### config.mk
export PLATFORM = sky130hd
export DESIGN_NAME = pixelAddrGen
export DESIGN_NICKNAME = d
export VERILOG_FILES = /design/src/spriteGeomPkg.sv /design/src/pixelAddrGen.sv
export SDC_FILE = /design/constraint.sdc
export NUM_CORES = 1
export LEC_CHECK = 0
export BUFFER_PORTS_ARGS = -buffer_cell sky130_fd_sc_hd__buf_4
export CAP_MARGIN = 20
export CORE_MARGIN = 2
export CORE_UTILIZATION = 31
export CTS_CLUSTER_SIZE = 20
export DETAILED_ROUTE_END_ITERATION = 8
export GPL_ROUTABILITY_DRIVEN = 0
export SLEW_MARGIN = 20
export SYNTH_ARGS = -nofsm -noshare
export SYNTH_HDL_FRONTEND = slang
export SYNTH_SLANG_ARGS = --single-unit
### constraint.sdc
create_clock -name clk -period 0.8 [get_ports clk]
set_input_delay 0.12 -clock clk [delete_from_list [all_inputs] [get_ports clk]]
set_output_delay 0.12 -clock clk [all_outputs]
set_load 0.005 [all_outputs]
### src/spriteGeomPkg.sv
package spriteGeomPkg;

    // Cell geometry
    localparam int CELL_W        = 16;
    localparam int X_BITS        = $clog2(CELL_W);
    localparam int PLAYER_H      = 32;
    localparam int PLAYER_Y_BITS = $clog2(PLAYER_H);
    localparam int TILE_H        = 16;
    localparam int TILE_Y_BITS   = $clog2(TILE_H);

    // Pixel and colour formats
    localparam int PIX_BITS = 4;
    localparam int RGB_BITS = 24;

    typedef logic [PIX_BITS-1:0] pixIdxT;   // Colour index where 0 is transparent
    typedef logic [RGB_BITS-1:0] rgbT;

    localparam int TILE_KIND_BITS = 2;
    localparam int BANK_BITS      = 2;

    // Player ROM address is {crouch, row, column}
    localparam int PLAYER_ADDR_BITS = 1 + PLAYER_Y_BITS + X_BITS;
    // Tile ROM address is {kind, row, column}
    localparam int TILE_ADDR_BITS   = TILE_KIND_BITS + TILE_Y_BITS + X_BITS;
    // Palette address is {bank, index}
    localparam int PAL_ADDR_BITS    = BANK_BITS + PIX_BITS;

    localparam int PLAYER_DEPTH = 1 << PLAYER_ADDR_BITS;
    localparam int TILE_DEPTH   = 1 << TILE_ADDR_BITS;
    localparam int PAL_DEPTH    = 1 << PAL_ADDR_BITS;

    typedef enum logic [TILE_KIND_BITS-1:0] {
        TILE_GROUND   = 2'd0,   // Grass over brick
        TILE_BRICK    = 2'd1,
        TILE_QUESTION = 2'd2
    } tileKindT;

    typedef enum logic {
        LAYER_PLAYER = 1'b0,
        LAYER_TILE   = 1'b1
    } layerT;

    typedef enum logic [BANK_BITS-1:0] {
        BANK_PLAYER_RED   = 2'd0,
        BANK_PLAYER_GREEN = 2'd1,
        BANK_TILE         = 2'd2
    } palBankT;

    // Selects which image a ROM instance is loaded with
    typedef enum logic [1:0] {
        ROM_PLAYER  = 2'd0,
        ROM_TILE    = 2'd1,
        ROM_PALETTE = 2'd2
    } romContentT;

endpackage

### src/pixelAddrGen.sv
`timescale 1ns/1ps

module pixelAddrGen
    import spriteGeomPkg::*;
(
    input  logic                        clk,
    input  logic                        rst,
    input  logic                        pixelReq,
    input  layerT                       layer,
    input  tileKindT                    tileKind,
    input  logic                        crouch,
    input  logic                        flip,
    input  logic                        altPalette,
    input  logic [X_BITS-1:0]           pixX,
    input  logic [PLAYER_Y_BITS-1:0]    pixY,
    output logic [PLAYER_ADDR_BITS-1:0] playerAddr,
    output logic [TILE_ADDR_BITS-1:0]   tileAddr,
    output layerT                       reqLayer,
    output logic                        reqAlt,
    output logic                        reqValid
);

    localparam logic [X_BITS-1:0] LAST_COL = X_BITS'(CELL_W - 1);

    logic [X_BITS-1:0] col;

    // Horizontal mirror for a player facing the other way
    assign col = flip ? LAST_COL - pixX : pixX;

    always_ff @(posedge clk) begin
        if (rst) begin
            reqValid <= 1'b0;
        end else begin
            reqValid <= pixelReq;
        end
    end

    // Address and side info only move on a request
    always_ff @(posedge clk) begin
        if (pixelReq) begin
            playerAddr <= {crouch, pixY, col};
            // Tiles are 16 rows high so the top row bit drops out
            tileAddr   <= {tileKind, pixY[TILE_Y_BITS-1:0], col};
            reqLayer   <= layer;
            reqAlt     <= altPalette;
        end
    end

endmodule

-- Word-level counts from Yosys, hierarchy flattened
Cells that the tools add are included.
- multiply operators: 0
- divide/modulo/power cells: 0
- bitwise gates (word level): 0
- equality and inequality tests: 0
- $lt $le $gt $ge: 0
- multiplexer cells: 1
- reduce and logical (&&, ||, !) cells: 0
- shifts and indexed selects: 0
- add/sub/neg operators: 1
- operators with widths (operator ; number):
    $mux W4 ; 1
    $sub A4 B4 Y4 const A ; 1
- memory bits (read-only): 0
- memories kept: 0
- output and inout bits: 23
- latch bits: 0
- logic and storage cells: 7
- bits in writable memories: 0
- bits in registers: 23

-- Depth between registers and ports, before layout
- depth after elaboration: 2
- depth in mapped cells: 1
- depth with buffers taken out: 1

-- Worst setup path after synthesis
No wires, ideal clock.
- path type: reg2out
- start point: register playerAddr[0] (netlist name)
- end point: output port tileAddr[0]
- cell stages (with the launch flop): 2
- buffers on the path: 1
- setup slack: 0.154 ns
- arrival time: 0.526 ns
- cell sequence: edfxtp_1 buf_4
- RTL lines (item ; line ; RTL):
    end: declaration ; pixelAddrGen.sv:17 ; output logic [TILE_ADDR_BITS-1:0] tileAddr,

==> results.cfg <==
[timing]
slew_violations = 0
grt_setup_unrepaired = yes
final.min_clock_period_ns = 0.970
post-route-period-util_pct = 121
final-setup-viol-count = 23
hold_violations = 0
holdWs_ns = 0.0190
finalWorstSetupSlack_ns = -0.170
timing_worst_slew_pin_value_ns = 0.187
timing.max_slew.rel_slack_pct = 87.6
fmaxAchievable_ghz = 1.03
setup_tns_ns = -3.15

[status]
failing_checks = setup timing
outcome = finished with violations

[setup_path]
start_kind = register
critPathTopFamily = flip-flops
worstPathMaxFanout = 2
worstPathCellList = buf_4
timing.critical_path.slowest_cell_delay_ns = 0.42
worstPathArrival_ns = 0.85
worstSetupEndpointType = primary output
critical_path_required_ns = 0.68
worst_path_slowest_cell = sky130_fd_sc_hd__edfxtp_1
buf_inv_on_cp = 1
worst-setup-path-type = register to primary output

[global_routing]
overflow = 0
grt_use_total_pct = 10.6
vias_in_the_first_global_route = 334
initial_antenna_violation_count = 0
first_pass_grt_wire_length_um = 1410
grt_max_degree = 16

[clock_tree]
cts_tree = done
clock_tree.htree_level_count = 1
ctsLongestPathBuffers = 2
cts_root_buf = sky130_fd_sc_hd__clkbuf_4
clk_pin_slew_ns = 0.09
cts_made_buffers = 3
cts_num_sinks = 15

[final_layout]
layout_commonest_cell = sky130_fd_sc_hd__buf_4
multi_input_area_um2 = 41.3
count_of_inserted_antenna_diode_cells = 0
final_cell_mix = 31 x sky130_fd_sc_hd__buf_4, 14 x sky130_fd_sc_hd__edfxtp_1, 9 x sky130_fd_sc_hd__buf_6
design_area_um2 = 903
nFillCells = 145
layout.core_utilization_pct = 53.5
finish.net_count = 87
regArea_um2 = 440
layout-drive-gt1-share_pct = 63.2
syn2layout_area_growth_pct = 66.7

[power_and_ir_drop]
power-per-cell-area_nw_per_um2 = 1860
power.ir.vdd_worst_uv = 839
cell_leakage_power_uw = 0.000400

[floorplan]
core.rowCount = 15
start_util_pct = 32.1
die_width_um = 45.8
floorplan.core_area_um2 = 1690
io-pin-count = 41
dieHeight_um = 45.8
die_area_um2 = 2100

[placement]
io_buffer_count = 40
detailedPlacementHpwl_um = 805
dpl_cell_area_um2 = 803

[logic_synthesis]
synth-seq-cells = 15
post_synth.cell_area_avg_um2 = 19.3
yosys_cell_types = 5
netlist_area_um2 = 542
syn-instance-count = 28
synth.net_count = 46
synth_warnings = 0
yosysSeqAreaShare_pct = 81.3

[route]
detail_route.iter0.violations = 10
route.antenna.remaining_nets = 0
vias = 375
post_drt_via_cell_ratio = 4.41
route.final.wire_length_um = 1100
detail_route.first_pass.iterations = 2
wl_per_cell_um = 12.9
drt_drc_violations_left = 0

[hold_path]
hold_class = primary input to register

[flow_run]
timing.max_cap.violations = 0
state kept, by name, summed over array words and instances, names as in the netlist:
register and flops:
reqAlt 1, tileAddr 2, reqValid 1, reqLayer 1, playerAddr 10
per-layer routing:
metal	GRT usage [%]	up-vias	share of wire (%)
li1	-	171	-
met1	10.3	166	36
met2	16.9	36	46
met3	6.35	2	17
met4	6.86	0	1.0
met5	0	-	0
final timing paths:
kind | startpoint | to | slack [ns] | cells past startpoint
max | playerAddr[2] | tileAddr[2] | -0.17 | 1
min | pixY[1] | playerAddr[5] | 0.02 | 1
what timing repair did:
action | in CTS | in global routing
setup endpoints to repair | 23 | 23
hold endpoints to repair | 1 | 3
resized for setup | 0 | 9
hold buffers | 1 | 3
buffers inserted | 0 | 0
Yosys cell counts, drive strengths merged:
cell type,instances,area share [%]
dfxtp,1,3.7
edfxtp,14,78
nor2b,1,1.2
xor2,4,6.5
buf,8,11
power breakdown:
| part | leakage, µW | total (µW) | switching [µW] | internal (µW) |
|---|---|---|---|---|
| clock | 0.0000150 | 418 | 225 | 193 |
| sequential | 0.000145 | 971 | 36.8 | 934 |
| combinational | 0.000240 | 295 | 86.5 | 209 |
| total | 0.000400 | 1680 | 349 | 1340 |
area by class of cell:
class	instances	area share [%]
flip-flops and latches	15	48.8
repair buffers	44	41.4
multi-input cells	5	4.57
clock buffers	4	2.91
well taps	17	2.35
through the flow:
stage	power, µW	worst slack, ns	std cells
finish	1680	-0.170	85
global route	1770	-0.214	85
CTS	1670	-0.183	82
detailed placement	1240	0.123	77
global placement	1240	0.127	77
floorplan	1050	0.154	28
cells by family after synthesis:
logic type	Yosys count	synth area share [%]
buffers and inverters	8	11.1
AND/OR/NAND/NOR	1	1.16
XOR/XNOR	4	6.47
flip-flops	15	81.3
(Power assumes the default switching activity.)
