**src/spriteGeomPkg.sv**
```systemverilog
package spriteGeomPkg;

    // Cell geometry
    localparam int CELL_W        = 16;
    localparam int X_BITS        = $clog2(CELL_W);
    localparam int PLAYER_H      = 32;
    localparam int PLAYER_Y_BITS = $clog2(PLAYER_H);
    localparam int TILE_H        = 16;
    localparam int TILE_Y_BITS   = $clog2(TILE_H);

    // Pixel and colour formats
    localparam int PIX_BITS = 4;
    localparam int RGB_BITS = 24;

    typedef logic [PIX_BITS-1:0] pixIdxT;   // Colour index where 0 is transparent
    typedef logic [RGB_BITS-1:0] rgbT;

    localparam int TILE_KIND_BITS = 2;
    localparam int BANK_BITS      = 2;

    // Player ROM address is {crouch, row, column}
    localparam int PLAYER_ADDR_BITS = 1 + PLAYER_Y_BITS + X_BITS;
    // Tile ROM address is {kind, row, column}
    localparam int TILE_ADDR_BITS   = TILE_KIND_BITS + TILE_Y_BITS + X_BITS;
    // Palette address is {bank, index}
    localparam int PAL_ADDR_BITS    = BANK_BITS + PIX_BITS;

    localparam int PLAYER_DEPTH = 1 << PLAYER_ADDR_BITS;
    localparam int TILE_DEPTH   = 1 << TILE_ADDR_BITS;
    localparam int PAL_DEPTH    = 1 << PAL_ADDR_BITS;

    typedef enum logic [TILE_KIND_BITS-1:0] {
        TILE_GROUND   = 2'd0,   // Grass over brick
        TILE_BRICK    = 2'd1,
        TILE_QUESTION = 2'd2
    } tileKindT;

    typedef enum logic {
        LAYER_PLAYER = 1'b0,
        LAYER_TILE   = 1'b1
    } layerT;

    typedef enum logic [BANK_BITS-1:0] {
        BANK_PLAYER_RED   = 2'd0,
        BANK_PLAYER_GREEN = 2'd1,
        BANK_TILE         = 2'd2
    } palBankT;

    // Selects which image a ROM instance is loaded with
    typedef enum logic [1:0] {
        ROM_PLAYER  = 2'd0,
        ROM_TILE    = 2'd1,
        ROM_PALETTE = 2'd2
    } romContentT;

endpackage

```
**src/paletteStage.sv**
```systemverilog
`timescale 1ns/1ps

module paletteStage
    import spriteGeomPkg::*;
(
    input  logic                     clk,
    input  logic                     rst,
    input  layerT                    reqLayer,
    input  logic                     reqAlt,
    input  logic                     reqValid,
    input  pixIdxT                   playerIdx,
    input  pixIdxT                   tileIdx,
    output logic [PAL_ADDR_BITS-1:0] palAddr,
    output logic                     opaque,
    output logic                     pixelValid
);

    layerT   layerQ;
    logic    altQ;
    logic    validQ;
    pixIdxT  idx;
    palBankT bank;

    // Side info waits one cycle for the sprite ROM read
    always_ff @(posedge clk) begin
        layerQ <= reqLayer;
        altQ   <= reqAlt;
    end

    always_comb begin
        idx = (layerQ == LAYER_TILE) ? tileIdx : playerIdx;
        if (layerQ == LAYER_TILE) begin
            bank = BANK_TILE;
        end else if (altQ) begin
            bank = BANK_PLAYER_GREEN;   // Second player
        end else begin
            bank = BANK_PLAYER_RED;
        end
    end

    assign palAddr = {bank, idx};

    // Flags line up with the palette ROM output
    always_ff @(posedge clk) begin
        if (rst) begin
            validQ     <= 1'b0;
            pixelValid <= 1'b0;
            opaque     <= 1'b0;
        end else begin
            validQ     <= reqValid;
            pixelValid <= validQ;
            opaque     <= validQ && (idx != '0);   // Index 0 is see-through
        end
    end

endmodule

```
**config.mk**
```make
export PLATFORM = sky130hd
export DESIGN_NAME = paletteStage
export DESIGN_NICKNAME = d
export VERILOG_FILES = /design/src/spriteGeomPkg.sv /design/src/paletteStage.sv
export SDC_FILE = /design/constraint.sdc
export NUM_CORES = 1
export LEC_CHECK = 0
export ABC_CLOCK_PERIOD_IN_PS = 1500
export BUFFER_PORTS_ARGS = -buffer_cell sky130_fd_sc_hd__buf_4
export CAP_MARGIN = 10
export CELL_PAD_IN_SITES_DETAIL_PLACEMENT = 0
export CELL_PAD_IN_SITES_GLOBAL_PLACEMENT = 1
export CORE_AREA = 2 2 39 41
export CTS_BUF_LIST = sky130_fd_sc_hd__clkbuf_4
export CTS_CLUSTER_SIZE = 40
export DETAILED_ROUTE_END_ITERATION = 7
export DIE_AREA = 0 0 41 43
export PLACE_DENSITY = 0.61
export SLEW_MARGIN = 25
export SYNTH_ARGS = -nofsm -noshare
export SYNTH_HDL_FRONTEND = slang
export SYNTH_SLANG_ARGS = --single-unit
export TNS_END_PERCENT = 10
```
**constraint.sdc**
```tcl
create_clock -name clk -period 1.5 [get_ports clk]
set_input_delay 0.075 -clock clk [delete_from_list [all_inputs] [get_ports clk]]
set_output_delay 0.075 -clock clk [all_outputs]
set_load 0.01 [all_outputs]
```
======== Word level (Yosys, flattened, before mapping) ========
Cells that the tools add are included.
cells by class
  multiplexer cells ....................... 3
  reduce and logical (&&, ||, !) cells .... 2
operator list
  kind                 count
  $mux W4              1
  $reduce_bool A4 Y1   1
  $mux W2              1
  $logic_and A1 B1 Y1  1
  $mux W1              1
storage, ports and cells
  bits in registers ....................... 5
  input port bits ......................... 13
  output and inout bits ................... 8
  word-level logic and storage cells ...... 10

======== Depth between registers and ports, before layout ========
Gate-level depths: netlist (run 1).
  depth after elaboration ................. 3
  gate-level depth with buffers ........... 2
  gate-level depth less buffers ........... 2

======== Least setup slack after synthesis (run 1) ========
Ideal clock, no wire load.
  path type ............................... flip-flop to flip-flop
  from .................................... reg layerQ
  to ...................................... reg opaque
  setup time .............................. 0.125 ns
  arrival ................................. 1.164 ns
  data required time ...................... 1.375 ns
  setup slack ............................. 0.211 ns
  cell stages (with the launch flop) ...... 3
  buffers on the path ..................... 0
  clock period less this slack ............ 1.289 ns
  path through ............................ dfxtp_1 -> mux2_2 -> o41a_1
on the way
  cells in the longest elaborated chain, start to end .. 3
ends and longest elaborated chain
  element                   line                RTL
  start: declaration        paletteStage.sv:18  layerT layerQ;
  start signal: assignment  paletteStage.sv:26  layerQ <= reqLayer;
  $mux W4                   paletteStage.sv:31  idx = (layerQ == LAYER_TILE) ? tileIdx : playerIdx;
  via palAddr[1]            paletteStage.sv:13  output logic [PAL_ADDR_BITS-1:0] palAddr,
  $reduce_bool A4 Y1        paletteStage.sv:52  opaque <= validQ && (idx != '0);
  $logic_and A1 B1 Y1       paletteStage.sv:52
  end signal: assignment    paletteStage.sv:52
  end: declaration          paletteStage.sv:14  output logic opaque,
The timed path passes the listed nets, and every way through them passes these cells.
A chain may end at the register's enable or synchronous reset.

======== Final worst setup path (run 1) ========
  from .................................... reg layerQ
  to ...................................... reg opaque
on the way
  cells in the longest elaborated chain, start to end .. 3
ends and longest elaborated chain
  element              line
  $mux W4              paletteStage.sv:31
  $reduce_bool A4 Y1   paletteStage.sv:52
  $logic_and A1 B1 Y1  paletteStage.sv:52
Every way passes these cells.

==> impl_metrics.py, run 1 <==
metrics = {
    "worst_setup_path": {
        "timing.critical_path.to_type": "register",
        "critical_path_class": "register to register",
        "critPathArrivalTime_ns": 1.45,
        "path_buf_inv": 0,
        "worst-path-max-fanout": 6,
        "crit_family": "flip-flops",
        "timing.critical_path.required_ns": 1.62,
        "slowest_cp_cell": "sky130_fd_sc_hd__dfxtp_1",
        "critical_path.max_stage_delay_ns": 0.47,
        "timing.critical_path.cells": "mux2_4 > o41a_1",
        "worstSetupStartpointType": "register",
    },
    "layout": {
        "total_of_fill_cells_in_the_finished_design": 145,
        "insertedDiodeCount": 0,
        "nNetsFinal": 54,
        "drive_above_1_share_pct": 72.5,
        "areaGrowthSynthToFinish_pct": 116,
    },
    "sta": {
        "slew_headroom_pct": 81.6,
        "timing.final.setup_violations": 0,
        "worst_clock_skew_ns": 0.00140,
        "rsz0062_at_grt": "no",
        "timing.final.crit_share_pct": 88.6,
        "drv_slew": 0,
        "clock_period_minus_worst_slack_ns": 1.33,
        "achievable-frequency_mhz": 752,
        "final_hold_viol_count": 0,
        "fin_tns_setup_ns": 0,
        "worstMarginPinSlew_ns": 0.276,
    },
    "logic_synthesis": {
        "yosysSeqAreaShare_pct": 51.9,
        "post_synth_instance_area_sq_um": 193,
        "yosys-top-cells-count": "sky130_fd_sc_hd__dfxtp_1 (5), sky130_fd_sc_hd__mux2_2 (2), sky130_fd_sc_hd__mux2_4 (2), sky130_fd_sc_hd__nor2b_1 (2)",
        "number_of_distinct_library_cells_after_synthesis": 7,
        "ys_dominant_reg_cell": "sky130_fd_sc_hd__dfxtp_1",
        "yosysTopAreaCell": "sky130_fd_sc_hd__dfxtp_1",
        "synth_largest_type_area_fraction_pct": 51.9,
        "synth_most_common_cell": "sky130_fd_sc_hd__dfxtp_1",
        "synthTopCellsByArea": "sky130_fd_sc_hd__dfxtp_1 (52%), sky130_fd_sc_hd__mux2_4 (16%), sky130_fd_sc_hd__mux2_2 (12%)",
        "synth_async_sr_flop_share_pct": 0,
        "yosys_warnings": 0,
        "synthesis.nets": 27,
        "syn_avg_cell_area_sq_um": 13.8,
        "post_synth_inst_count": 14,
        "post_synth_edffs": 0,
        "synth.ff_latch_count": 5,
    },
    "die": {
        "design.die.area_sq_um": 1760,
        "placement_rows": 14,
        "fp.coreArea_sq_um": 1380,
        "io_pins": 21,
        "die-width_microns": 41,
        "die-height_microns": 43,
        "initial_utilization_pct": 13.9,
    },
    "clock_network": {
        "tritoncts": "built",
        "insertion_delay_ns": 0.23,
        "htreeDepth": 1,
        "root_buffer_cell": "sky130_fd_sc_hd__clkbuf_4",
        "ctsLongestPathBuffers": 2,
        "cts_sinks": 5,
        "cts_buffers": 3,
        "worst_setup_hold_path_clk_slew_ns": 0.04,
    },
    "routing": {
        "vias_per_cell": 3.70,
        "detail_route.iter0.violations": 1,
        "remaining_antenna_violation_count": 0,
        "route.vias.total": 207,
        "first_pass_iters": 2,
        "detail_route.drc_violations": 0,
        "route.final.wire_length_microns": 555,
        "wire_per_inst_microns": 9.91,
    },
    "grt": {
        "residual_overflow_from_global_routing": 0,
        "vias_in_the_first_global_route": 204,
        "antenna_found_initial": 0,
        "grt_pass1_wl_microns": 731,
        "grtUsageTotal_pct": 7.24,
        "grt_max_degree": 7,
    },
    "outcome": {
        "outcome": "completed",
    },
    "power": {
        "leakagePower_nw": 0.205,
        "cellPowerDensity_nw_per_um2": 931,
        "worst_supply_voltage_drop_on_vdd_mv": 0.519,
        "total_power_mw": 0.387,
    },
    "placement": {
        "routabilityCongestion": 0.518,
        "portBuffers": 20,
        "hpwl_microns": 468,
    },
    "worst_hold_path": {
        "hold_path.class": "input port to register",
    },
    "run": {
        "max_cap_violations": 0,
    },
}
## area by class of cell
class	instances	area (sq um)	share of cell area (%)
clock buffers	4	30.0	7.23
multi-input cells	8	85.1	20.5
flip-flops and latches	5	100	24.1
well taps	16	20.0	4.82
repair buffers	23	180	43.4
## what timing repair did
action	in CTS	in global routing
hold endpoints to repair	3	0
resized for setup	0	0
hold buffers	3	0
buffers inserted	0	0
## state kept, by name, indices dropped and copies added (netlist names)
register	count
altQ	1
opaque	1
validQ	1
layerQ	1
pixelValid	1
## cells in the final DEF (no fill, tap or decap), drive strengths merged
cell type	count
dlygate4sd3	3
mux2	4
dfxtp	5
o41a	1
clkbuf	4
and2b	1
buf	20
nor2b	2
## final timing paths
path	startpoint	to	slack (ns)	cells past startpoint
max	layerQ$_DFF_P_	opaque$_SDFF_PP0_	0.17	2
min	reqValid	validQ$_SDFF_PP0_	0.05	2
max reg2reg	layerQ$_DFF_P_	opaque$_SDFF_PP0_	0.17	2
min reg2reg	validQ$_SDFF_PP0_	pixelValid$_SDFF_PP0_	0.47	1
## routing by layer
layer  up-vias  routed length [microns]  global-route usage (%)
met4         0                        0                    4.00
met2        20                      247                    12.2
met5         -                        0                       0
li1        101                        -                       -
met1        86                      201                    3.87
met3         0                      106                    7.85
## power by group
part / switching [mW] / internal (mW) / leakage [nW]
Clock: 0.0477 / 0.118 / 0.0184
Sequential: 0.00414 / 0.140 / 0.0416
Combinational: 0.0233 / 0.0535 / 0.145
Total: 0.0752 / 0.312 / 0.205
## per-stage QoR
step | instance area (sq um) | setup slack (ns) | utilization (%) | std cells | hold WS [ns]
finish | 415 | 0.171 | 30.0 | 56 | 0.0526
global route | 415 | 0.123 | 30.0 | 56 | 0.0698
CTS | 415 | 0.160 | 30.0 | 56 | 0.0465
detailed placement | 355 | 0.160 | 25.7 | 49 | 0.181
global placement | 355 | 0.212 | 25.7 | 49 | 0.179
floorplan | 193 | 0.211 | - | 14 | 0.103
## logic make-up after synthesis
group                  count (synthesis)  synth area share (%)
AOI/OAI and AO/OA                      1                  5.84
buffers and inverters                  1                  3.90
DFF                                    5                  52.0
muxes                                  4                  27.3
and+or+nand+nor                        3                  11.0
(Power assumes the default switching activity.)
==> run 2: changes to the inputs <==
Settings changed: CELL_PAD_IN_SITES_DETAIL_PLACEMENT 0 to default, CELL_PAD_IN_SITES_GLOBAL_PLACEMENT 1 to default, PLACE_DENSITY 0.61 to 0.47, SLEW_MARGIN 25 to 20.
==> run 2 against run 1 <==
Against the previous run: combinational power fell by 0.9%; routed wire length decreased by 3.2%; hold slack got worse by 0.0032 ns; flip-flop and latch count stayed put; die area unchanged; sequential share of layout area stayed put; total power increased by 1.1%; utilization is the same; global-route usage is 0.32 points lower; critical path type unchanged; critical endpoint unchanged.
==> impl_metrics.py, run 2 (synthesized netlist as in run 1, its figures left out) <==
metrics = {
    "outcome": {
        "outcome": "completed",
    },
    "worst_setup_path": {
        "worst-path-max-fanout": 6,
        "critical_path_class": "register to register",
        "timing.critical_path.required_ns": 1.62,
        "worstSetupStartpoint": "layerQ$_DFF_P_",
        "critPathArrivalTime_ns": 1.46,
        "timing.critical_path.to_type": "register",
        "worstSetupStartpointType": "register",
        "worstReg2RegStart": "layerQ$_DFF_P_",
    },
    "die": {
        "die-height_microns": 43,
        "initial_utilization_pct": 13.9,
        "fp.coreArea_sq_um": 1380,
        "die-width_microns": 41,
        "io_pins": 21,
        "placement_rows": 14,
        "design.die.area_sq_um": 1760,
    },
    "layout": {
        "post-route-util_pct": 30.0,
        "insertedDiodeCount": 0,
        "seq_cell_area_sq_um": 100,
        "nNetsFinal": 54,
        "multi_input_comb_area_sq_um": 85.1,
        "areaGrowthSynthToFinish_pct": 116,
        "total_of_fill_cells_in_the_finished_design": 143,
        "final_cell_count_no_fill": 56,
        "most-common-layout-cells": "sky130_fd_sc_hd__buf_4 (20), sky130_fd_sc_hd__dfxtp_1 (5), sky130_fd_sc_hd__clkbuf_4 (4)",
        "layout.cells.most_common": "sky130_fd_sc_hd__buf_4",
        "drive_above_1_share_pct": 72.5,
    },
    "grt": {
        "grt_pass1_wl_microns": 703,
        "grtUsageTotal_pct": 6.92,
        "vias_in_the_first_global_route": 191,
        "antenna_found_initial": 0,
        "residual_overflow_from_global_routing": 0,
        "grt_max_degree": 7,
    },
    "clock_network": {
        "post_cts_buffers": 0,
        "cts.hold.buffers_added": 3,
        "htreeDepth": 1,
        "worst_setup_hold_path_clk_slew_ns": 0.04,
        "ctsLongestPathBuffers": 2,
        "post_cts.resized_instances": 0,
        "cts_buffers": 3,
        "cts_sinks": 5,
        "root_buffer_cell": "sky130_fd_sc_hd__clkbuf_4",
        "insertion_delay_ns": 0.24,
        "tritoncts": "built",
    },
    "run": {
        "max_cap_violations": 0,
    },
    "sta": {
        "slew_headroom_pct": 81.6,
        "timing.final.setup_violations": 0,
        "rsz0062_at_grt": "no",
        "final_hold_viol_count": 0,
        "achievable-frequency_mhz": 750,
        "clock_period_minus_worst_slack_ns": 1.33,
        "timing.final.crit_share_pct": 88.9,
        "worstMarginPinSlew_ns": 0.276,
        "worst_clock_skew_ns": 0.00563,
        "fin_tns_setup_ns": 0,
        "drv_slew": 0,
    },
    "routing": {
        "wl_met3_microns": 123,
        "detail_route.drc_violations": 0,
        "remaining_antenna_violation_count": 0,
        "first_pass_iters": 2,
        "drt-met1-wl_microns": 169,
        "met2_wirelength_microns": 243,
        "detail_route.iter0.violations": 1,
        "vias_per_cell": 3.70,
        "route.final.wire_length_microns": 537,
        "wire_per_inst_microns": 9.59,
        "route.vias.total": 207,
        "top_metal_used": "met3",
    },
    "worst_hold_path": {
        "hold_path.class": "input port to register",
        "worstHoldStart": "reqValid",
    },
    "power": {
        "worst_supply_voltage_drop_on_vdd_mv": 0.567,
        "leakagePower_nw": 0.205,
        "cellPowerDensity_nw_per_um2": 941,
    },
    "placement": {
        "routabilityCongestion": 0.517,
        "dp.cells": 49,
        "portBuffers": 20,
    },
}
## run 2: cell counts in the layout (fill, tap and decap cells not counted)
No cell type changed its count.
## run 2: area by class of cell
class	instances	area share (%)
Timing Repair Buffer	23	43.4
Sequential cell	5	24.1
Multi-Input combinational cell	8	20.5
Clock buffer	4	7.23
Tap cell	16	4.82
## run 2: per-stage QoR
stage / setup WS [ns] / area [sq um] / hold slack (ns) / total power [mW]
global route: 0.114 / 415 / 0.0773 / 0.421
CTS: 0.157 / 415 / 0.0384 / 0.402
global placement: 0.215 / 355 / 0.180 / 0.217
floorplan: 0.211 / 193 / 0.103 / 0.173
detailed placement: 0.156 / 355 / 0.181 / 0.218
finish: 0.166 / 415 / 0.0493 / 0.391
## run 2: worst paths after layout
path / to / depth (start not counted) / slack, ns
worst max-delay path: opaque$_SDFF_PP0_ / 2 / 0.17
worst min-delay path: validQ$_SDFF_PP0_ / 2 / 0.05
worst max register to register: opaque$_SDFF_PP0_ / 2 / 0.17
worst min register to register: pixelValid$_SDFF_PP0_ / 1 / 0.46
## run 2: critical path, cell delays in order (launching register included)
cell,delay [ns]
sky130_fd_sc_hd__dfxtp_1,0.47
sky130_fd_sc_hd__mux2_2,0.39
sky130_fd_sc_hd__o41a_1,0.37
## run 2: report_power, final
part	leakage (nW)	switching [mW]	internal [mW]
Combinational	0.145	0.0226	0.0534
Sequential	0.0416	0.00417	0.140
Clock	0.0184	0.0524	0.118
Total	0.205	0.0792	0.312
## run 2: layer usage
layer,GRT usage [%],vias up
li1,-,101
met1,5.13,83
met2,9.69,23
met3,8.38,0
met4,4.00,0
met5,0,-
==> run 3: changes to the inputs <==
Settings changed: ABC_CLOCK_PERIOD_IN_PS 1500 to 1300, GPL_TIMING_DRIVEN from default to 1, PLACE_DENSITY 0.47 to default.
Clock period 1.5 ns to 1.3 ns, I/O delays scaled along.
==> run 3 against run 2 <==
Against the previous run: via count fell by 0.97%; total power rose by 17%; flip-flop and latch count did not move; die area did not move; utilization rose by 0.63 points; global-route usage fell by 0.17 points; setup slack got worse by 0.11 ns; critical path type unchanged; largest power group unchanged; highest routed layer is now met4.
==> impl_metrics.py, run 3 (synthesized netlist as in run 1, its figures left out) <==
metrics = {
    "sta": {
        "timing.hold.ws_ns": 0.0365,
        "timing.final.crit_share_pct": 95.3,
        "worstMarginPinSlew_ns": 0.149,
        "achievable-frequency_mhz": 807,
        "clock_period_minus_worst_slack_ns": 1.24,
        "drv_slew": 0,
        "slew_headroom_pct": 90.1,
        "fin_tns_setup_ns": 0,
        "timing.final.setup_violations": 0,
        "final_hold_viol_count": 0,
        "worst_clock_skew_ns": 0.000438,
        "rsz0062_at_grt": "no",
    },
    "die": {
        "die-width_microns": 41,
        "initial_utilization_pct": 13.9,
        "io_pins": 21,
        "fp.coreArea_sq_um": 1380,
        "design.die.area_sq_um": 1760,
        "die-height_microns": 43,
        "placement_rows": 14,
    },
    "worst_hold_path": {
        "hold_path.class": "input port to register",
    },
    "routing": {
        "vias_per_cell": 3.60,
        "wire_per_inst_microns": 9.84,
        "remaining_antenna_violation_count": 0,
        "detail_route.iter0.violations": 0,
        "route.final.wire_length_microns": 561,
        "first_pass_iters": 1,
        "detail_route.drc_violations": 0,
        "route.vias.total": 205,
    },
    "run": {
        "max_cap_violations": 0,
    },
    "placement": {
        "portBuffers": 20,
        "routabilityCongestion": 0.626,
        "dp.cells": 50,
    },
    "worst_setup_path": {
        "timing.critical_path.required_ns": 1.42,
        "critPathArrivalTime_ns": 1.36,
        "worstSetupStartpointType": "register",
        "timing.critical_path.to_type": "register",
        "critical_path_class": "register to register",
        "worst-path-max-fanout": 6,
        "reg2reg_slack_ns": 0.06,
    },
    "clock_network": {
        "post_cts_buffers": 0,
        "cts_sinks": 5,
        "ctsLongestPathBuffers": 2,
        "cts_buffers": 3,
        "htreeDepth": 1,
        "tritoncts": "built",
        "worst_setup_hold_path_clk_slew_ns": 0.04,
        "insertion_delay_ns": 0.24,
        "root_buffer_cell": "sky130_fd_sc_hd__clkbuf_4",
    },
    "power": {
        "power_frac_comb_pct": 19.9,
        "switching_power_summed_over_all_nets_mw": 0.0962,
        "total_power_mw": 0.459,
        "cellPowerDensity_nw_per_um2": 1080,
        "switching_share_of_power_pct": 21.0,
        "p_clk_share_pct": 43.7,
        "leakagePower_nw": 0.210,
        "seqPwrFrac_pct": 36.4,
        "worst_supply_voltage_drop_on_vdd_mv": 0.375,
        "cell_internal_pwr_mw": 0.362,
    },
    "layout": {
        "final_cell_count_no_fill": 57,
        "nNetsFinal": 55,
        "insertedDiodeCount": 0,
        "drive_above_1_share_pct": 75.6,
        "total_of_fill_cells_in_the_finished_design": 150,
        "most-common-layout-cells": "sky130_fd_sc_hd__buf_4 (21), sky130_fd_sc_hd__dfxtp_1 (4), sky130_fd_sc_hd__clkbuf_4 (4)",
        "areaGrowthSynthToFinish_pct": 120,
        "layout.cells.most_common": "sky130_fd_sc_hd__buf_4",
    },
    "grt": {
        "antenna_found_initial": 0,
        "grtUsageTotal_pct": 6.75,
        "residual_overflow_from_global_routing": 0,
        "vias_in_the_first_global_route": 192,
        "grt_pass1_wl_microns": 724,
        "grt_max_degree": 7,
    },
    "outcome": {
        "outcome": "completed",
    },
}
-- run 3: changes by cell type in the layout (fill, tap and decap cells not counted), sizes merged --
cell,previous run,this run
buf,20,21
-- run 3: power groups by stage --
stage	clock network, mW	logic, mW	registers, mW
after floorplan	0	0.0304	0.169
after global placement	0	0.0850	0.169
after detailed placement	0	0.0853	0.169
after CTS	0.212	0.0924	0.167
after global routing	0.229	0.0987	0.167
final	0.201	0.0912	0.167
-- run 3: worst paths after layout --
kind	from	end	depth (start not counted)
max	layerQ$_DFF_P_	opaque$_SDFF_PP0_	2
min	reqValid	validQ$_SDFF_PP0_	2
max reg2reg	layerQ$_DFF_P_	opaque$_SDFF_PP0_	2
min reg2reg	validQ$_SDFF_PP0_	pixelValid$_SDFF_PP0_	1
-- run 3: metal layers --
| metal | GRT usage, % | share of wire [%] | routed length (microns) |
|---|---|---|---|
| met3 | 5.76 | 24 | 137 |
| met4 | 6.00 | 2.5 | 14 |
| met5 | 0 | 0 | 0 |
| met2 | 7.19 | 29 | 161 |
| met1 | 7.79 | 44 | 247 |
-- run 3: final cells by class --
cell class              instances  area (sq um)  share of cell area, %
repair buffers                 24           188                   44.2
flip-flops and latches          5           101                   23.9
multi-input cells               8          85.1                   20.1
clock buffers                   4          30.0                   7.08
well taps                      16          20.0                   4.72
-- run 3: what timing repair did --
item                       in CTS  in global routing
setup endpoints to repair       3                  0
hold buffers                    3                  0
hold endpoints to repair        3                  0
resized for setup               1                  0
-- run 3: through the flow --
| step | cell area (sq um) | utilization, % | setup slack, ns |
|---|---|---|---|
| 2_1_floorplan | 193 | - | 0.0110 |
| 3_3_place_gp | 363 | 26.2 | 0.00632 |
| 3_5_place_dp | 363 | 26.2 | -0.0225 |
| 4_1_cts | 424 | 30.7 | 0.0600 |
| 5_1_grt | 424 | 30.7 | 0.0248 |
| 6_report | 424 | 30.7 | 0.0611 |
-- run 3: critical path: stages, from the launching register on --
cell and delay [ns]:
sky130_fd_sc_hd__dfxtp_2 0.39, sky130_fd_sc_hd__mux2_4 0.32, sky130_fd_sc_hd__o41a_1 0.41
