### config.mk
export PLATFORM = sky130hd
export DESIGN_NAME = syncRom
export DESIGN_NICKNAME = d
export VERILOG_FILES = /design/src/spriteGeomPkg.sv /design/src/spriteArtPkg.sv /design/src/syncRom.sv
export SDC_FILE = /design/constraint.sdc
export NUM_CORES = 1
export LEC_CHECK = 0
export BUFFER_PORTS_ARGS = -buffer_cell sky130_fd_sc_hd__buf_2
export CORE_AREA = 2 2 39 41
export CTS_BUF_LIST = sky130_fd_sc_hd__clkbuf_8
export CTS_CLUSTER_SIZE = 40
export DETAILED_ROUTE_END_ITERATION = 12
export DIE_AREA = 0 0 41 43
export PLACE_DENSITY = 0.89
export SYNTH_ARGS = -nofsm -noshare
export SYNTH_HDL_FRONTEND = slang
export SYNTH_SLANG_ARGS = --single-unit
### constraint.sdc
create_clock -name clk -period 2 [get_ports clk]
set_input_delay 0.4 -clock clk [delete_from_list [all_inputs] [get_ports clk]]
set_output_delay 0.4 -clock clk [all_outputs]
set_load 0.02 [all_outputs]
### src/spriteGeomPkg.sv
package spriteGeomPkg;

    // Cell geometry
    localparam int CELL_W        = 16;
    localparam int X_BITS        = $clog2(CELL_W);
    localparam int PLAYER_H      = 32;
    localparam int PLAYER_Y_BITS = $clog2(PLAYER_H);
    localparam int TILE_H        = 16;
    localparam int TILE_Y_BITS   = $clog2(TILE_H);

    // Pixel and colour formats
    localparam int PIX_BITS = 4;
    localparam int RGB_BITS = 24;

    typedef logic [PIX_BITS-1:0] pixIdxT;   // Colour index where 0 is transparent
    typedef logic [RGB_BITS-1:0] rgbT;

    localparam int TILE_KIND_BITS = 2;
    localparam int BANK_BITS      = 2;

    // Player ROM address is {crouch, row, column}
    localparam int PLAYER_ADDR_BITS = 1 + PLAYER_Y_BITS + X_BITS;
    // Tile ROM address is {kind, row, column}
    localparam int TILE_ADDR_BITS   = TILE_KIND_BITS + TILE_Y_BITS + X_BITS;
    // Palette address is {bank, index}
    localparam int PAL_ADDR_BITS    = BANK_BITS + PIX_BITS;

    localparam int PLAYER_DEPTH = 1 << PLAYER_ADDR_BITS;
    localparam int TILE_DEPTH   = 1 << TILE_ADDR_BITS;
    localparam int PAL_DEPTH    = 1 << PAL_ADDR_BITS;

    typedef enum logic [TILE_KIND_BITS-1:0] {
        TILE_GROUND   = 2'd0,   // Grass over brick
        TILE_BRICK    = 2'd1,
        TILE_QUESTION = 2'd2
    } tileKindT;

    typedef enum logic {
        LAYER_PLAYER = 1'b0,
        LAYER_TILE   = 1'b1
    } layerT;

    typedef enum logic [BANK_BITS-1:0] {
        BANK_PLAYER_RED   = 2'd0,
        BANK_PLAYER_GREEN = 2'd1,
        BANK_TILE         = 2'd2
    } palBankT;

    // Selects which image a ROM instance is loaded with
    typedef enum logic [1:0] {
        ROM_PLAYER  = 2'd0,
        ROM_TILE    = 2'd1,
        ROM_PALETTE = 2'd2
    } romContentT;

endpackage

### src/spriteArtPkg.sv
package spriteArtPkg;
    import spriteGeomPkg::*;

    localparam pixIdxT IDX_CLEAR = 4'd0;

    // Player indices
    localparam pixIdxT PIDX_HAT      = 4'd1;   // Hat and shirt
    localparam pixIdxT PIDX_SKIN     = 4'd2;
    localparam pixIdxT PIDX_HAIR     = 4'd3;
    localparam pixIdxT PIDX_OVERALLS = 4'd4;
    localparam pixIdxT PIDX_SHOES    = 4'd5;
    localparam pixIdxT PIDX_BUTTONS  = 4'd6;

    // Tile indices
    localparam pixIdxT TIDX_BRICK  = 4'd1;
    localparam pixIdxT TIDX_GROUT  = 4'd2;
    localparam pixIdxT TIDX_GRASS  = 4'd3;
    localparam pixIdxT TIDX_MARK   = 4'd4;
    localparam pixIdxT TIDX_SHADOW = 4'd5;

    // Red and green player banks differ only in the hat
    localparam rgbT COL_CLEAR     = 24'h000000;
    localparam rgbT COL_RED_HAT   = 24'hE82828;
    localparam rgbT COL_GREEN_HAT = 24'h28E828;
    localparam rgbT COL_SKIN      = 24'hFFC888;
    localparam rgbT COL_HAIR      = 24'h683808;
    localparam rgbT COL_OVERALLS  = 24'h2828E8;
    localparam rgbT COL_SHOES     = 24'h884808;
    localparam rgbT COL_BUTTONS   = 24'hFFD700;

    // Tile bank
    localparam rgbT COL_BRICK  = 24'hC84810;
    localparam rgbT COL_GROUT  = 24'h803000;
    localparam rgbT COL_GRASS  = 24'h00B800;
    localparam rgbT COL_MARK   = 24'hFFFFFF;
    localparam rgbT COL_SHADOW = 24'h503010;

    typedef pixIdxT [PLAYER_DEPTH-1:0] playerImgT;
    typedef pixIdxT [TILE_DEPTH-1:0]   tileImgT;
    typedef rgbT    [PAL_DEPTH-1:0]    palImgT;

    function automatic bit inRange(input int v, input int lo, input int hi);
        return (v >= lo) && (v <= hi);
    endfunction

    function automatic pixIdxT standPix(input int y, input int x);
        pixIdxT p;
        p = IDX_CLEAR;
        case (y)
            0: if (inRange(x, 5, 10)) p = PIDX_HAT;
            1, 4: if (inRange(x, 4, 11)) p = PIDX_HAT;   // Crown and brim
            2, 3: if (inRange(x, 3, 12)) p = PIDX_HAT;
            5: begin
                if (inRange(x, 3, 5) || inRange(x, 11, 12)) p = PIDX_HAIR;
                else if (inRange(x, 6, 10)) p = PIDX_SKIN;
            end
            6: begin
                if (inRange(x, 2, 4) || x == 12) p = PIDX_HAIR;
                else if (inRange(x, 5, 11)) p = PIDX_SKIN;
            end
            7, 8: if (inRange(x, 4, 11)) p = PIDX_SKIN;
            9: if (inRange(x, 5, 10)) p = PIDX_SKIN;      // Neck
            10: if (inRange(x, 2, 13)) p = PIDX_HAT;
            11: begin
                if (inRange(x, 1, 3) || inRange(x, 12, 14)) p = PIDX_SKIN;   // Arms
                else if (inRange(x, 4, 11)) p = PIDX_HAT;
            end
            12: if (inRange(x, 4, 11)) p = PIDX_HAT;
            13, 14, 16: if (inRange(x, 3, 12)) p = PIDX_OVERALLS;
            15: begin
                if (x == 6 || x == 9) p = PIDX_BUTTONS;
                else if (inRange(x, 4, 11)) p = PIDX_OVERALLS;
            end
            17, 18, 19, 20: if (inRange(x, 2, 6) || inRange(x, 9, 13)) p = PIDX_OVERALLS;
            21, 22, 23: if (inRange(x, 1, 6) || inRange(x, 9, 14)) p = PIDX_SHOES;
            default: p = IDX_CLEAR;
        endcase
        return p;
    endfunction

    function automatic pixIdxT crouchPix(input int y, input int x);
        pixIdxT p;
        p = IDX_CLEAR;
        case (y)
            0: if (inRange(x, 5, 10)) p = PIDX_HAT;
            1: if (inRange(x, 4, 11)) p = PIDX_HAT;
            2: if (inRange(x, 3, 12)) p = PIDX_HAT;
            3: begin
                if (inRange(x, 3, 4) || inRange(x, 11, 12)) p = PIDX_HAIR;
                else if (inRange(x, 5, 10)) p = PIDX_SKIN;
            end
            4: if (inRange(x, 4, 11)) p = PIDX_SKIN;
            5, 6, 7, 8, 9: if (inRange(x, 3, 12)) p = PIDX_OVERALLS;
            10, 11, 12, 13: if (inRange(x, 2, 5) || inRange(x, 10, 13)) p = PIDX_SHOES;
            default: p = IDX_CLEAR;
        endcase
        return p;
    endfunction

    function automatic pixIdxT tilePix(input logic [TILE_KIND_BITS-1:0] kind,
                                       input int y, input int x);
        pixIdxT p;
        bit mark;
        p = TIDX_BRICK;
        case (kind)
            TILE_GROUND: begin
                if (y <= 1) p = TIDX_GRASS;
                else if (y == 2 || y == 6 || y == 10 || y == 14) p = TIDX_GROUT;
                else if ((inRange(y, 3, 5) || inRange(y, 11, 13)) && (x == 0 || x == 8))
                    p = TIDX_GROUT;
                else if (inRange(y, 7, 9) && (x == 4 || x == 12)) p = TIDX_GROUT;
            end
            TILE_BRICK: begin
                if (y == 0 || y == 8) p = TIDX_GROUT;
                else if (y < 8 && (x == 0 || x == 8)) p = TIDX_GROUT;   // Staggered joints
                else if (y > 8 && (x == 4 || x == 12)) p = TIDX_GROUT;
            end
            TILE_QUESTION: begin
                mark = (inRange(y, 4, 5) && inRange(x, 6, 9)) ||
                       (y == 6 && inRange(x, 8, 9)) ||
                       (inRange(y, 7, 8) && inRange(x, 7, 8)) ||
                       (inRange(y, 10, 11) && inRange(x, 7, 8));   // Dot
                if (mark) p = TIDX_MARK;
                else if (x == 0 || x == 15 || y == 0 || y == 15) p = TIDX_GROUT;
                else if (x == 1 || y == 1) p = TIDX_GRASS;   // Top-left highlight
                else if (x == 14 || y == 14) p = TIDX_SHADOW;
            end
            default: p = IDX_CLEAR;
        endcase
        return p;
    endfunction

    function automatic playerImgT paintPlayer();
        playerImgT img;
        img = '0;
        for (int c = 0; c < 2; c++) begin
            for (int y = 0; y < PLAYER_H; y++) begin
                for (int x = 0; x < CELL_W; x++) begin
                    img[{c[0], y[PLAYER_Y_BITS-1:0], x[X_BITS-1:0]}] =
                        (c == 0) ? standPix(y, x) : crouchPix(y, x);
                end
            end
        end
        return img;
    endfunction

    function automatic tileImgT paintTiles();
        tileImgT img;
        img = '0;
        for (int k = 0; k < 4; k++) begin
            for (int y = 0; y < TILE_H; y++) begin
                for (int x = 0; x < CELL_W; x++) begin
                    img[{k[1:0], y[TILE_Y_BITS-1:0], x[X_BITS-1:0]}] = tilePix(k[1:0], y, x);
                end
            end
        end
        return img;
    endfunction

    function automatic palImgT paintPalette();
        palImgT  img;
        palBankT bank;
        img = '0;
        for (int b = 0; b < 2; b++) begin
            bank = (b == 0) ? BANK_PLAYER_RED : BANK_PLAYER_GREEN;
            img[{bank, IDX_CLEAR}]     = COL_CLEAR;
            img[{bank, PIDX_HAT}]      = (b == 0) ? COL_RED_HAT : COL_GREEN_HAT;
            img[{bank, PIDX_SKIN}]     = COL_SKIN;
            img[{bank, PIDX_HAIR}]     = COL_HAIR;
            img[{bank, PIDX_OVERALLS}] = COL_OVERALLS;
            img[{bank, PIDX_SHOES}]    = COL_SHOES;
            img[{bank, PIDX_BUTTONS}]  = COL_BUTTONS;
        end
        img[{BANK_TILE, IDX_CLEAR}]   = COL_CLEAR;
        img[{BANK_TILE, TIDX_BRICK}]  = COL_BRICK;
        img[{BANK_TILE, TIDX_GROUT}]  = COL_GROUT;
        img[{BANK_TILE, TIDX_GRASS}]  = COL_GRASS;
        img[{BANK_TILE, TIDX_MARK}]   = COL_MARK;
        img[{BANK_TILE, TIDX_SHADOW}] = COL_SHADOW;
        return img;
    endfunction

endpackage

### src/syncRom.sv
`timescale 1ns/1ps

module syncRom
    import spriteGeomPkg::*;
    import spriteArtPkg::*;
#(
    parameter type        dataT   = pixIdxT,
    parameter int         DEPTH   = PLAYER_DEPTH,
    parameter romContentT CONTENT = ROM_PLAYER
) (
    input  logic                     clk,
    input  logic [$clog2(DEPTH)-1:0] addr,
    output dataT                     data
);

    dataT mem [DEPTH];

    // Image is painted once at load time
    if (CONTENT == ROM_PLAYER) begin : genPlayer
        initial begin
            playerImgT img;
            img = paintPlayer();
            for (int i = 0; i < DEPTH; i++) begin
                mem[i] = img[i];
            end
        end
    end else if (CONTENT == ROM_TILE) begin : genTile
        initial begin
            tileImgT img;
            img = paintTiles();
            for (int i = 0; i < DEPTH; i++) begin
                mem[i] = img[i];
            end
        end
    end else begin : genPalette
        initial begin
            palImgT img;
            img = paintPalette();
            for (int i = 0; i < DEPTH; i++) begin
                mem[i] = img[i];
            end
        end
    end

    always_ff @(posedge clk) begin
        data <= mem[addr];   // One cycle read
    end

endmodule

After elaboration in Yosys (flattened, before gate mapping). Memory sizes are Yosys's and may differ from the RTL's. A register that Yosys moved wholly into a read port is not among the register bits. Cells that the tools add are included.

Register bits: 4. Bits in read-only memories: 3072. Input bits: 11. Output and inout bits: 4. Word-level logic and storage cells: 2. Memories kept: 1.

Memories: mem (words 1024, bits a word 3, rd ports 1, clocked after memory_dff 1, write ports 0, line syncRom.sv:16) `dataT mem [DEPTH];`.

Logic depth before layout (Yosys ltp). Gate-level depths: netlist (run 1).

Word-level depth: 0. Gate-level depth with buffers: 8. Gate-level depth less buffers: 7.

Least setup slack after synthesis (run 1). Ideal clock, no wire load.

Path kind: input to register. Start point: in addr[2]. End point: reg data[2] in the netlist's numbering (read register of mem). Setup time: 0.127 ns. Arrival: 1.372 ns. Required time: 1.873 ns. Path slack: 0.501 ns. Stages: 7. Buffers on the path: 1. Cell sequence: buf_4 inv_1 ha_1 nand2_1 o21bai_1 a31oi_1 or3_1.

RTL lines: start, declared (line syncRom.sv:12) `input logic [$clog2(DEPTH)-1:0] addr,`; end, declared (line syncRom.sv:13) `output dataT data`.

==> reports/results.ini, run 1 <==
[routing]
vias=815
via_per_inst=6.27
dr.pass1.iters=4
ant_nets=0
drt_iter0_drc=43
drc=0
routed_wl_um=1860
wl_per_cell_um=14.3

[pwr]
p_switching_uw=131
netSwitchingFraction=0.345
p_leak_nw=0.331
internal_power_uw=250
p_clk_frac=0.446
seq_power_share=0.174
powerDensity_nw_per_um2=483
pwr-share-comb=0.380
peakVddDrop_mv=0.177

[sta]
fmax_mhz=653
hold_violations=0
finalSetupViolCount=0
timing.final.max_slew_violations=0
rsz0062_at_grt=false
fin_crit_sh=0.766
setup_tns_ns=0
post-route-min-period_ns=1.53

[die]
die_y_um=43
num_rows=14
start_util=0.510
dieWidth_um=41
die_area_um2=1760
ios=15
coreArea_um2=1380

[global_routing]
antenna_found_initial=0
grt_pass1_wl_um=2930
grt_pass1_vias=699
grt_usage=0.235
grt_remaining_overflow=0
grt_max_degree=20

[place]
hpwl_um=1380
port_buffers=13
gp_congestion=0.939

[status]
outcome=complete, no violations

[final_layout]
final_common_cell=buf_2
final_cell_mix=13 x buf_2, 9 x o21ai_0, 8 x nand2_1
reg_top3=data x3
regMostFlops=data
antennaDiodeCount=0
syn_to_final_growth_pct=11.7
final_nets=128
largest_register_ffs=3
final_core_util=0.570
drive_above_1_share=0.193

[yosys]
yosysSeqAreaShare=0.0851
syn_nets=119
synthTopCellsByArea=dfxtp_1 8.5%, o21ai_0 6.4%, a31oi_1 4.4%
synth_seq_cells=3
yosysTopAreaCell=dfxtp_1
syn_area_um2=706
yosysTopAreaCellShare=0.0851
synth_cells=106
synth_cell_types=43
avgSynthCellArea_um2=6.66
ys_warn_count=0

[clock_tree]
clkTransAtPathRegs_ns=0.03
cts_root_buf=clkbuf_8
postCtsSetupBuffers=0
cts_tree=done
hold_buffers=0
cts_buffer_depth=2
cts.repair.resized=0
cts_buffers=3
htreeDepth=1
clock_sinks=3

[worst_hold_path]
holdPathStages=4
min_from=addr[8]
worstHoldEndpoint=data[0]$_DFF_P_
hp-class=primary input to flip-flop

[setup_path]
crit_fanout=7
cp_data_required_time_ns=2.08
start_kind=primary input
crit_type=primary input to flip-flop
endpoint_kind=flip-flop
crit_arrival_ns=1.61

[flow_run]
cap_violations=0

[per-layer routing]
metal	global-route usage	wire length, um	share of wire
met5	0	0	0
met4	0.113	19	0.010
met3	0.0157	129	0.069
met2	0.372	920	0.49
met1	0.304	792	0.43
[cell families after synthesis]
logic type	count (synthesis)	share of synthesized area
compound gates	38	0.390
fa+ha+maj	2	0.0355
xor+xnor	2	0.0248
mux	1	0.0160
other cells	1	0.00531
buf+inv	14	0.0940
simple gates	45	0.349
flops	3	0.0851
[how the worst max path moves through the flow]
stage                  from               to  slack, ns
finish              addr[0]  data[0]$_DFF_P_       0.47
global route        addr[2]  data[1]$_DFF_P_       0.39
CTS                 addr[2]  data[1]$_DFF_P_       0.49
detailed placement  addr[4]  data[0]$_DFF_P_       0.27
global placement    addr[0]  data[0]$_DFF_P_       0.27
floorplan           addr[2]  data[2]$_DFF_P_       0.50
[through the flow]
step	total power, mW	area (um^2)	instances	setup WS, ns	hold slack (ns)
4_1_cts	0.382	788	130	0.494	0.562
3_3_place_gp	0.204	743	126	0.267	0.782
3_5_place_dp	0.209	743	126	0.269	0.785
5_1_grt	0.407	788	130	0.391	0.592
6_report	0.381	788	130	0.468	0.570
2_1_floorplan	0.176	706	106	0.501	0.625
[power by group through the flow]
stage               Clock (mW)  Sequential (mW)  Combinational (mW)
finish                   0.170           0.0662               0.145
global route             0.181           0.0670               0.158
CTS                      0.174           0.0663               0.142
detailed placement           0           0.0670               0.141
global placement             0           0.0670               0.137
floorplan                    0           0.0738               0.102
[cells in the mapped netlist (all sizes together)]
cell / n
o21ai: 11
o2111ai: 1
nand2b: 3
o31ai: 1
inv: 5
and2: 3
or3: 1
a2111oi: 2
o32ai: 1
a211oi: 1
xor2: 1
and3: 4
nand3: 6
nand3b: 1
nand2: 8
buf: 7
o21bai: 1
a22oi: 1
xnor2: 1
nor2b: 5
mux2: 1
conb: 1
nor2: 7
nor3: 2
a21oi: 2
nand4b: 1
and2b: 2
ha: 2
o32a: 1
o21a: 1
or2: 1
o22ai: 3
a2bb2oi: 1
o311ai: 1
clkbuf: 2
nor3b: 1
dfxtp: 3
o211ai: 4
a31oi: 5
a221oi: 1
[final cells by class]
type | instances | area (um^2)
repair buffers | 13 | 65.1
inverters | 5 | 18.8
clock inverters | 1 | 3.75
multi-input cells | 89 | 579
fillers | 156 | 596
clock buffers | 3 | 41.3
flip-flops and latches | 3 | 60.1
well taps | 16 | 20.0
[critical path, stage by stage]
cell       delay [ns]
buf_2            0.14
or2_4            0.29
o21ai_2          0.13
a21oi_1          0.08
a2111oi_0        0.43
o31ai_1          0.14
(Power assumes the default switching activity.)
==> inputs of run 2 (changes only) <==
--- a/config.mk
+++ b/config.mk
@@ -5,13 +5,14 @@
 export SDC_FILE = /design/constraint.sdc
 export NUM_CORES = 1
 export LEC_CHECK = 0
+export ABC_AREA = 1
 export BUFFER_PORTS_ARGS = -buffer_cell sky130_fd_sc_hd__buf_2
 export CORE_AREA = 2 2 39 41
 export CTS_BUF_LIST = sky130_fd_sc_hd__clkbuf_8
 export CTS_CLUSTER_SIZE = 40
 export DETAILED_ROUTE_END_ITERATION = 12
 export DIE_AREA = 0 0 41 43
-export PLACE_DENSITY = 0.89
+export PLACE_DENSITY = 0.83
 export SYNTH_ARGS = -nofsm -noshare
 export SYNTH_HDL_FRONTEND = slang
 export SYNTH_SLANG_ARGS = --single-unit
==> constraint.sdc (replaced) <==
create_clock -name clk -period 1.49 [get_ports clk]
set_input_delay 0.298 -clock clk [delete_from_list [all_inputs] [get_ports clk]]
set_output_delay 0.298 -clock clk [all_outputs]
set_load 0.02 [all_outputs]
==> reports/results.ini, run 2 <==
[final_layout]
final_cell_mix=46 x nand2_1, 16 x nor2_1, 14 x inv_1
final_common_cell=nand2_1
ff_latch_area_um2=60.1  ; unchanged
antennaDiodeCount=0  ; unchanged
largest_register_ffs=3  ; unchanged
multiInputGateArea_um2=497  ; -14%
fillers=148  ; -5.1%
drive_above_1_share=0.139  ; -0.0541
regMostFlops=data
syn_to_final_growth_pct=16.8
final_nets=158  ; +23%
final_core_util=0.540  ; -0.0298
finalNonFillerCells=160  ; +23%
reg_top3=data x3

[sta]
post-route-min-period_ns=1.25
rsz0062_at_grt=false
timing.final.max_slew_violations=0  ; unchanged
finalSetupViolCount=0  ; unchanged
hold_violations=0  ; unchanged
fmax_mhz=797
fin_crit_sh=0.842
setup_slack_ns=0.235  ; -0.232 ns
setup_tns_ns=0  ; unchanged

[routing]
ant_nets=0  ; unchanged
drc=0  ; unchanged
routed_wl_um=1680  ; -10%
vias=860  ; +5.5%
dr.pass1.iters=5  ; +1
drt_iter0_drc=59  ; +37%
wl_per_cell_um=10.5  ; -27%
via_per_inst=5.38  ; -14%

[setup_path]
crit_slowest_cell=nor2_1
path_cells=buf_2 -> nand2_1 -> clkinv_1 -> nor2_1 -> nand2_1 -> nand3_1 -> nand3b_1 -> nand2_1 -> inv_1 -> nand3_1 -> nand2_1
crit_fanout=8  ; +1
crit_arrival_ns=1.42  ; -0.19 ns
critPathMaxStageDelay_ns=0.18  ; -0.25 ns
start_kind=primary input
crit_type=primary input to flip-flop
endpoint_kind=flip-flop
cp_common_cell=nand2_1
cp_data_required_time_ns=1.65  ; -0.43 ns

[pwr]
p_leak_nw=0.411  ; +24%
peakVddDrop_mv=0.276  ; +55%
powerDensity_nw_per_um2=690  ; +43%

[place]
port_buffers=13  ; unchanged
place_ws_ns=0.0587  ; -0.210 ns
gp_congestion=0.943  ; +0.42%
hpwl_um=1280  ; -7.0%
place_inst=156  ; +24%

[flow_run]
cap_violations=0  ; unchanged

[yosys]
synth_common_cells=46 x nand2_1, 16 x nor2_1, 13 x inv_1, 11 x nand3_1, 10 x o21ai_0
yosysSeqAreaShare=0.0939  ; +0.00883
synth_cells=131  ; +24%
yosysTopAreaCellShare=0.270  ; +0.185
synth_cell_types=24  ; -44%
synth_flop_cell=dfxtp_1
synth_most_common_cell=nand2_1
synthTopCellsByArea=nand2_1 27%, dfxtp_1 9.4%, nor2_1 9.4%
synth-edff-count=0  ; unchanged
syn_area_um2=639  ; -9.4%
async_reset_ff_frac=0  ; unchanged
syn_nets=144  ; +21%
ys_warn_count=0  ; unchanged
yosysTopAreaCell=nand2_1
avgSynthCellArea_um2=4.88  ; -27%
synth_seq_cells=3  ; unchanged

[die]
ios=15  ; unchanged
die_y_um=43  ; unchanged
start_util=0.462  ; -0.0479
die_area_um2=1760  ; unchanged
num_rows=14  ; unchanged
coreArea_um2=1380  ; unchanged
dieWidth_um=41  ; unchanged

[clock_tree]
hold_buffers=0  ; unchanged
clkTransAtPathRegs_ns=0.03  ; about the same
htreeDepth=1  ; unchanged
cts_buffers=3  ; unchanged
cts_tree=done
cts_buffer_depth=2  ; unchanged
postCtsSetupBuffers=0  ; unchanged
cts_root_buf=clkbuf_8
clock_sinks=3  ; unchanged
cts.repair.resized=0  ; unchanged

[global_routing]
grt_usage=0.234  ; -0.000765
grt_pass1_wl_um=2890  ; -1.4%
grt_remaining_overflow=0  ; unchanged
grt_pass1_vias=723  ; +3.4%
grt_max_degree=11  ; -45%
antenna_found_initial=0  ; unchanged

[worst_hold_path]
hp-class=primary input to flip-flop

[status]
outcome=complete, no violations

==> run 2: changes by cell type after synthesis, moves of 5 or more <==
cell	delta
inv_1	+8
nor2b_1	-5
a31oi_1	-5
a21oi_1	+5
nor2_1	+10
nand2_1	+38
nand3_1	+5
==> run 2: per-layer routing <==
metal	wire length (um)	vias up	global-route usage
li1	-	447	-
met1	714	369	0.324
met2	822	42	0.347
met3	123	2	0.0314
met4	14	0	0.100
met5	0	-	0
==> run 2: metrics by stage <==
step	hold slack, ns	area, um^2	power, mW
2_1_floorplan	0.473	639	0.229
3_3_place_gp	0.586	702	0.278
3_5_place_dp	0.588	702	0.280
4_1_cts	0.374	747	0.516
5_1_grt	0.404	747	0.559
6_report	0.375	747	0.516
==> run 2: cells by family (layout without fill, tap and decap cells) <==
kind of cell / after synthesis / after routing / synth area share
AO/OA/AOI/OAI: 25 / 25 / 0.209
adder cells (fa/ha/maj): 2 / 2 / 0.0391
buffers and inverters: 20 / 33 / 0.129
flip-flops: 3 / 3 / 0.0939
other: 1 / 1 / 0.00587
AND/OR/NAND/NOR: 80 / 80 / 0.523
==> run 2: power by group <==
part / internal (mW) / switching (mW)
registers: 0.0883 / 0.00153
clock network: 0.176 / 0.0561
logic: 0.0635 / 0.131
==> run 2: critical path, delay by kind of cell <==
kind / cells / cell delay [ns]
buffers and inverters: 3 / 0.29
and+or+nand+nor: 8 / 0.83
==> run 2: final cells by class <==
cell class,count,area share
timing repair buffer,13,0.0871
clock inverter,1,0.00503
tap,16,0.0268
sequential,3,0.0804
inverter,16,0.0804
multi-input combinational,108,0.665
clock buffer,3,0.0553
==> run 2: final timing paths <==
| kind | from | to | slack [ns] | cells after the start |
|---|---|---|---|---|
| worst max-delay path | addr[3] | data[1]$_DFF_P_ | 0.24 | 11 |
| worst min-delay path | addr[9] | data[0]$_DFF_P_ | 0.37 | 4 |
==> inputs of run 3 (changes only) <==
--- a/config.mk
+++ b/config.mk
@@ -5,14 +5,13 @@
 export SDC_FILE = /design/constraint.sdc
 export NUM_CORES = 1
 export LEC_CHECK = 0
-export ABC_AREA = 1
+export ABC_AREA = 0
 export BUFFER_PORTS_ARGS = -buffer_cell sky130_fd_sc_hd__buf_2
-export CORE_AREA = 2 2 39 41
+export CORE_UTILIZATION = 50
 export CTS_BUF_LIST = sky130_fd_sc_hd__clkbuf_8
 export CTS_CLUSTER_SIZE = 40
 export DETAILED_ROUTE_END_ITERATION = 12
-export DIE_AREA = 0 0 41 43
-export PLACE_DENSITY = 0.83
+export PLACE_DENSITY = 0.88
 export SYNTH_ARGS = -nofsm -noshare
 export SYNTH_HDL_FRONTEND = slang
 export SYNTH_SLANG_ARGS = --single-unit
==> constraint.sdc (replaced) <==
create_clock -name clk -period 1.05 [get_ports clk]
set_input_delay 0.21 -clock clk [delete_from_list [all_inputs] [get_ports clk]]
set_output_delay 0.21 -clock clk [all_outputs]
set_load 0.02 [all_outputs]
==> reports/results.ini, run 3 (synthesized netlist as in run 1, its figures left out) <==
[sta]
rsz0062_at_grt=true
timing.final.max_slew_violations=0  ; unchanged
fmax_mhz=815
hold_violations=0  ; unchanged
finalSetupViolCount=3  ; +3
post-route-min-period_ns=1.23
setup_slack_ns=-0.177  ; -0.412 ns
fin_crit_sh=1.17

[die]
start_util=0.542  ; +0.0803
die_y_um=39.6  ; -8.0%
ios=15  ; unchanged
coreArea_um2=1300  ; -6.0%
die_area_um2=1570  ; -11%
num_rows=13  ; -1
dieWidth_um=39.6  ; -3.5%

[setup_path]
endpoint_kind=flip-flop
crit_path_end=data[0]$_DFF_P_
startpoint=addr[0]
start_kind=primary input
crit_fanout=5  ; -3
cp_data_required_time_ns=1.13  ; -0.52 ns
crit_type=primary input to flip-flop
crit_arrival_ns=1.31  ; -0.11 ns

[final_layout]
finalNonFillerCells=155  ; -3.1%
drive_above_1_share=0.436  ; +0.297
design_area_um2=1090  ; +46%
final_cell_mix=26 x buf_4, 7 x o21ai_0, 7 x buf_2
fillers=77  ; -48%
final_common_cell=buf_4
largest_register_ffs=3  ; unchanged
syn_to_final_growth_pct=54.3
antennaDiodeCount=0  ; unchanged
reg_top3=data x3
regMostFlops=data
final_nets=154  ; -2.5%

[routing]
via_per_inst=6.50  ; +21%
wl_per_cell_um=17.4  ; +66%
vias=1007  ; +17%
ant_nets=0  ; unchanged
drt_iter0_drc=67  ; +14%
dr.pass1.iters=4  ; -1
drc=0  ; unchanged
routed_wl_um=2700  ; +61%

[global_routing]
grt_pass1_vias=940  ; +30%
grt_usage=0.357  ; +0.123
grt_pass1_wl_um=3770  ; +31%
antenna_found_initial=0  ; unchanged
grt_remaining_overflow=0  ; unchanged
grt_max_degree=12  ; +1

[worst_hold_path]
hp-class=primary input to flip-flop

[clock_tree]
clkTransAtPathRegs_ns=0.03  ; about the same
cts_buffers=3  ; unchanged
cts_root_buf=clkbuf_8
htreeDepth=1  ; unchanged
clock_sinks=3  ; unchanged
cts_buffer_depth=2  ; unchanged
cts_tree=done

[status]
violations=setup timing
outcome=complete, but fails checks

[place]
place_inst=150  ; -3.8%
gp_congestion=0.944  ; about the same
place_ws_ns=-0.466  ; -0.525 ns
port_buffers=13  ; unchanged
placed_cell_area_um2=961  ; +37%
hpwl_um=1880  ; +47%

[pwr]
peakVddDrop_mv=0.445  ; +61%
powerDensity_nw_per_um2=806  ; +17%
p_leak_nw=0.479  ; +17%

[flow_run]
cap_violations=0  ; unchanged

## run 3: how the worst min path moves through the flow
stage / from / end / slack [ns] / cells past startpoint
finish: addr[8] / data[1]$_DFF_P_ / 0.48 / 6
floorplan: addr[8] / data[0]$_DFF_P_ / 0.43 / 3
global placement: data[2]$_DFF_P_ / data[2] / 0.63 / 1
CTS: addr[8] / data[1]$_DFF_P_ / 0.48 / 6
global route: addr[5] / data[2]$_DFF_P_ / 0.53 / 4
detailed placement: data[0]$_DFF_P_ / data[0] / 0.63 / 1
## run 3: routing by layer
metal  track usage  part of all wire
met1         0.376              0.37
met2         0.619              0.50
met3        0.0625             0.082
met4         0.267             0.045
met5             0                 0
## run 3: cell type report
| cell class | count | area, um^2 | area share |
|---|---|---|---|
| multi-input cells | 89 | 639 | 0.587 |
| flip-flops and latches | 3 | 60.1 | 0.0552 |
| clock inverters | 1 | 3.75 | 0.00345 |
| clock buffers | 3 | 41.3 | 0.0379 |
| inverters | 5 | 27.5 | 0.0253 |
| repair buffers | 39 | 298 | 0.274 |
| well taps | 15 | 18.8 | 0.0172 |
## run 3: critical path, cell delays in order
cell,delay [ns]
buf_6,0.09
or2_4,0.28
o211ai_1,0.27
o32ai_1,0.17
a31oi_1,0.18
o31ai_1,0.10
## run 3: stage by stage
step                      hold WS, ns  utilization  power, mW  TNS [ns]
after CTS                       0.475        0.828      0.859    -0.380
after global routing            0.534        0.837      0.918    -0.577
after floorplan                 0.435            -      0.358    -0.519
final                           0.479        0.837      0.877    -0.469
after global placement          0.627        0.738      0.482     -1.09
after detailed placement        0.631        0.738      0.498     -1.31
## run 3: power by group
group,internal [mW],switching [mW],total [mW]
Sequential,0.124,0.00222,0.127
Combinational,0.200,0.229,0.429
Clock,0.249,0.0729,0.322
Total,0.573,0.304,0.877
## run 3: repair_timing
item / 4_1_cts / 5_1_grt
resized for setup: 21 / 1
gates cloned: 0 / 0
hold buffers: 0 / 0
setup buffers: 0 / 1
pin swaps: 10 / 2
setup endpoints to repair: 3 / 3
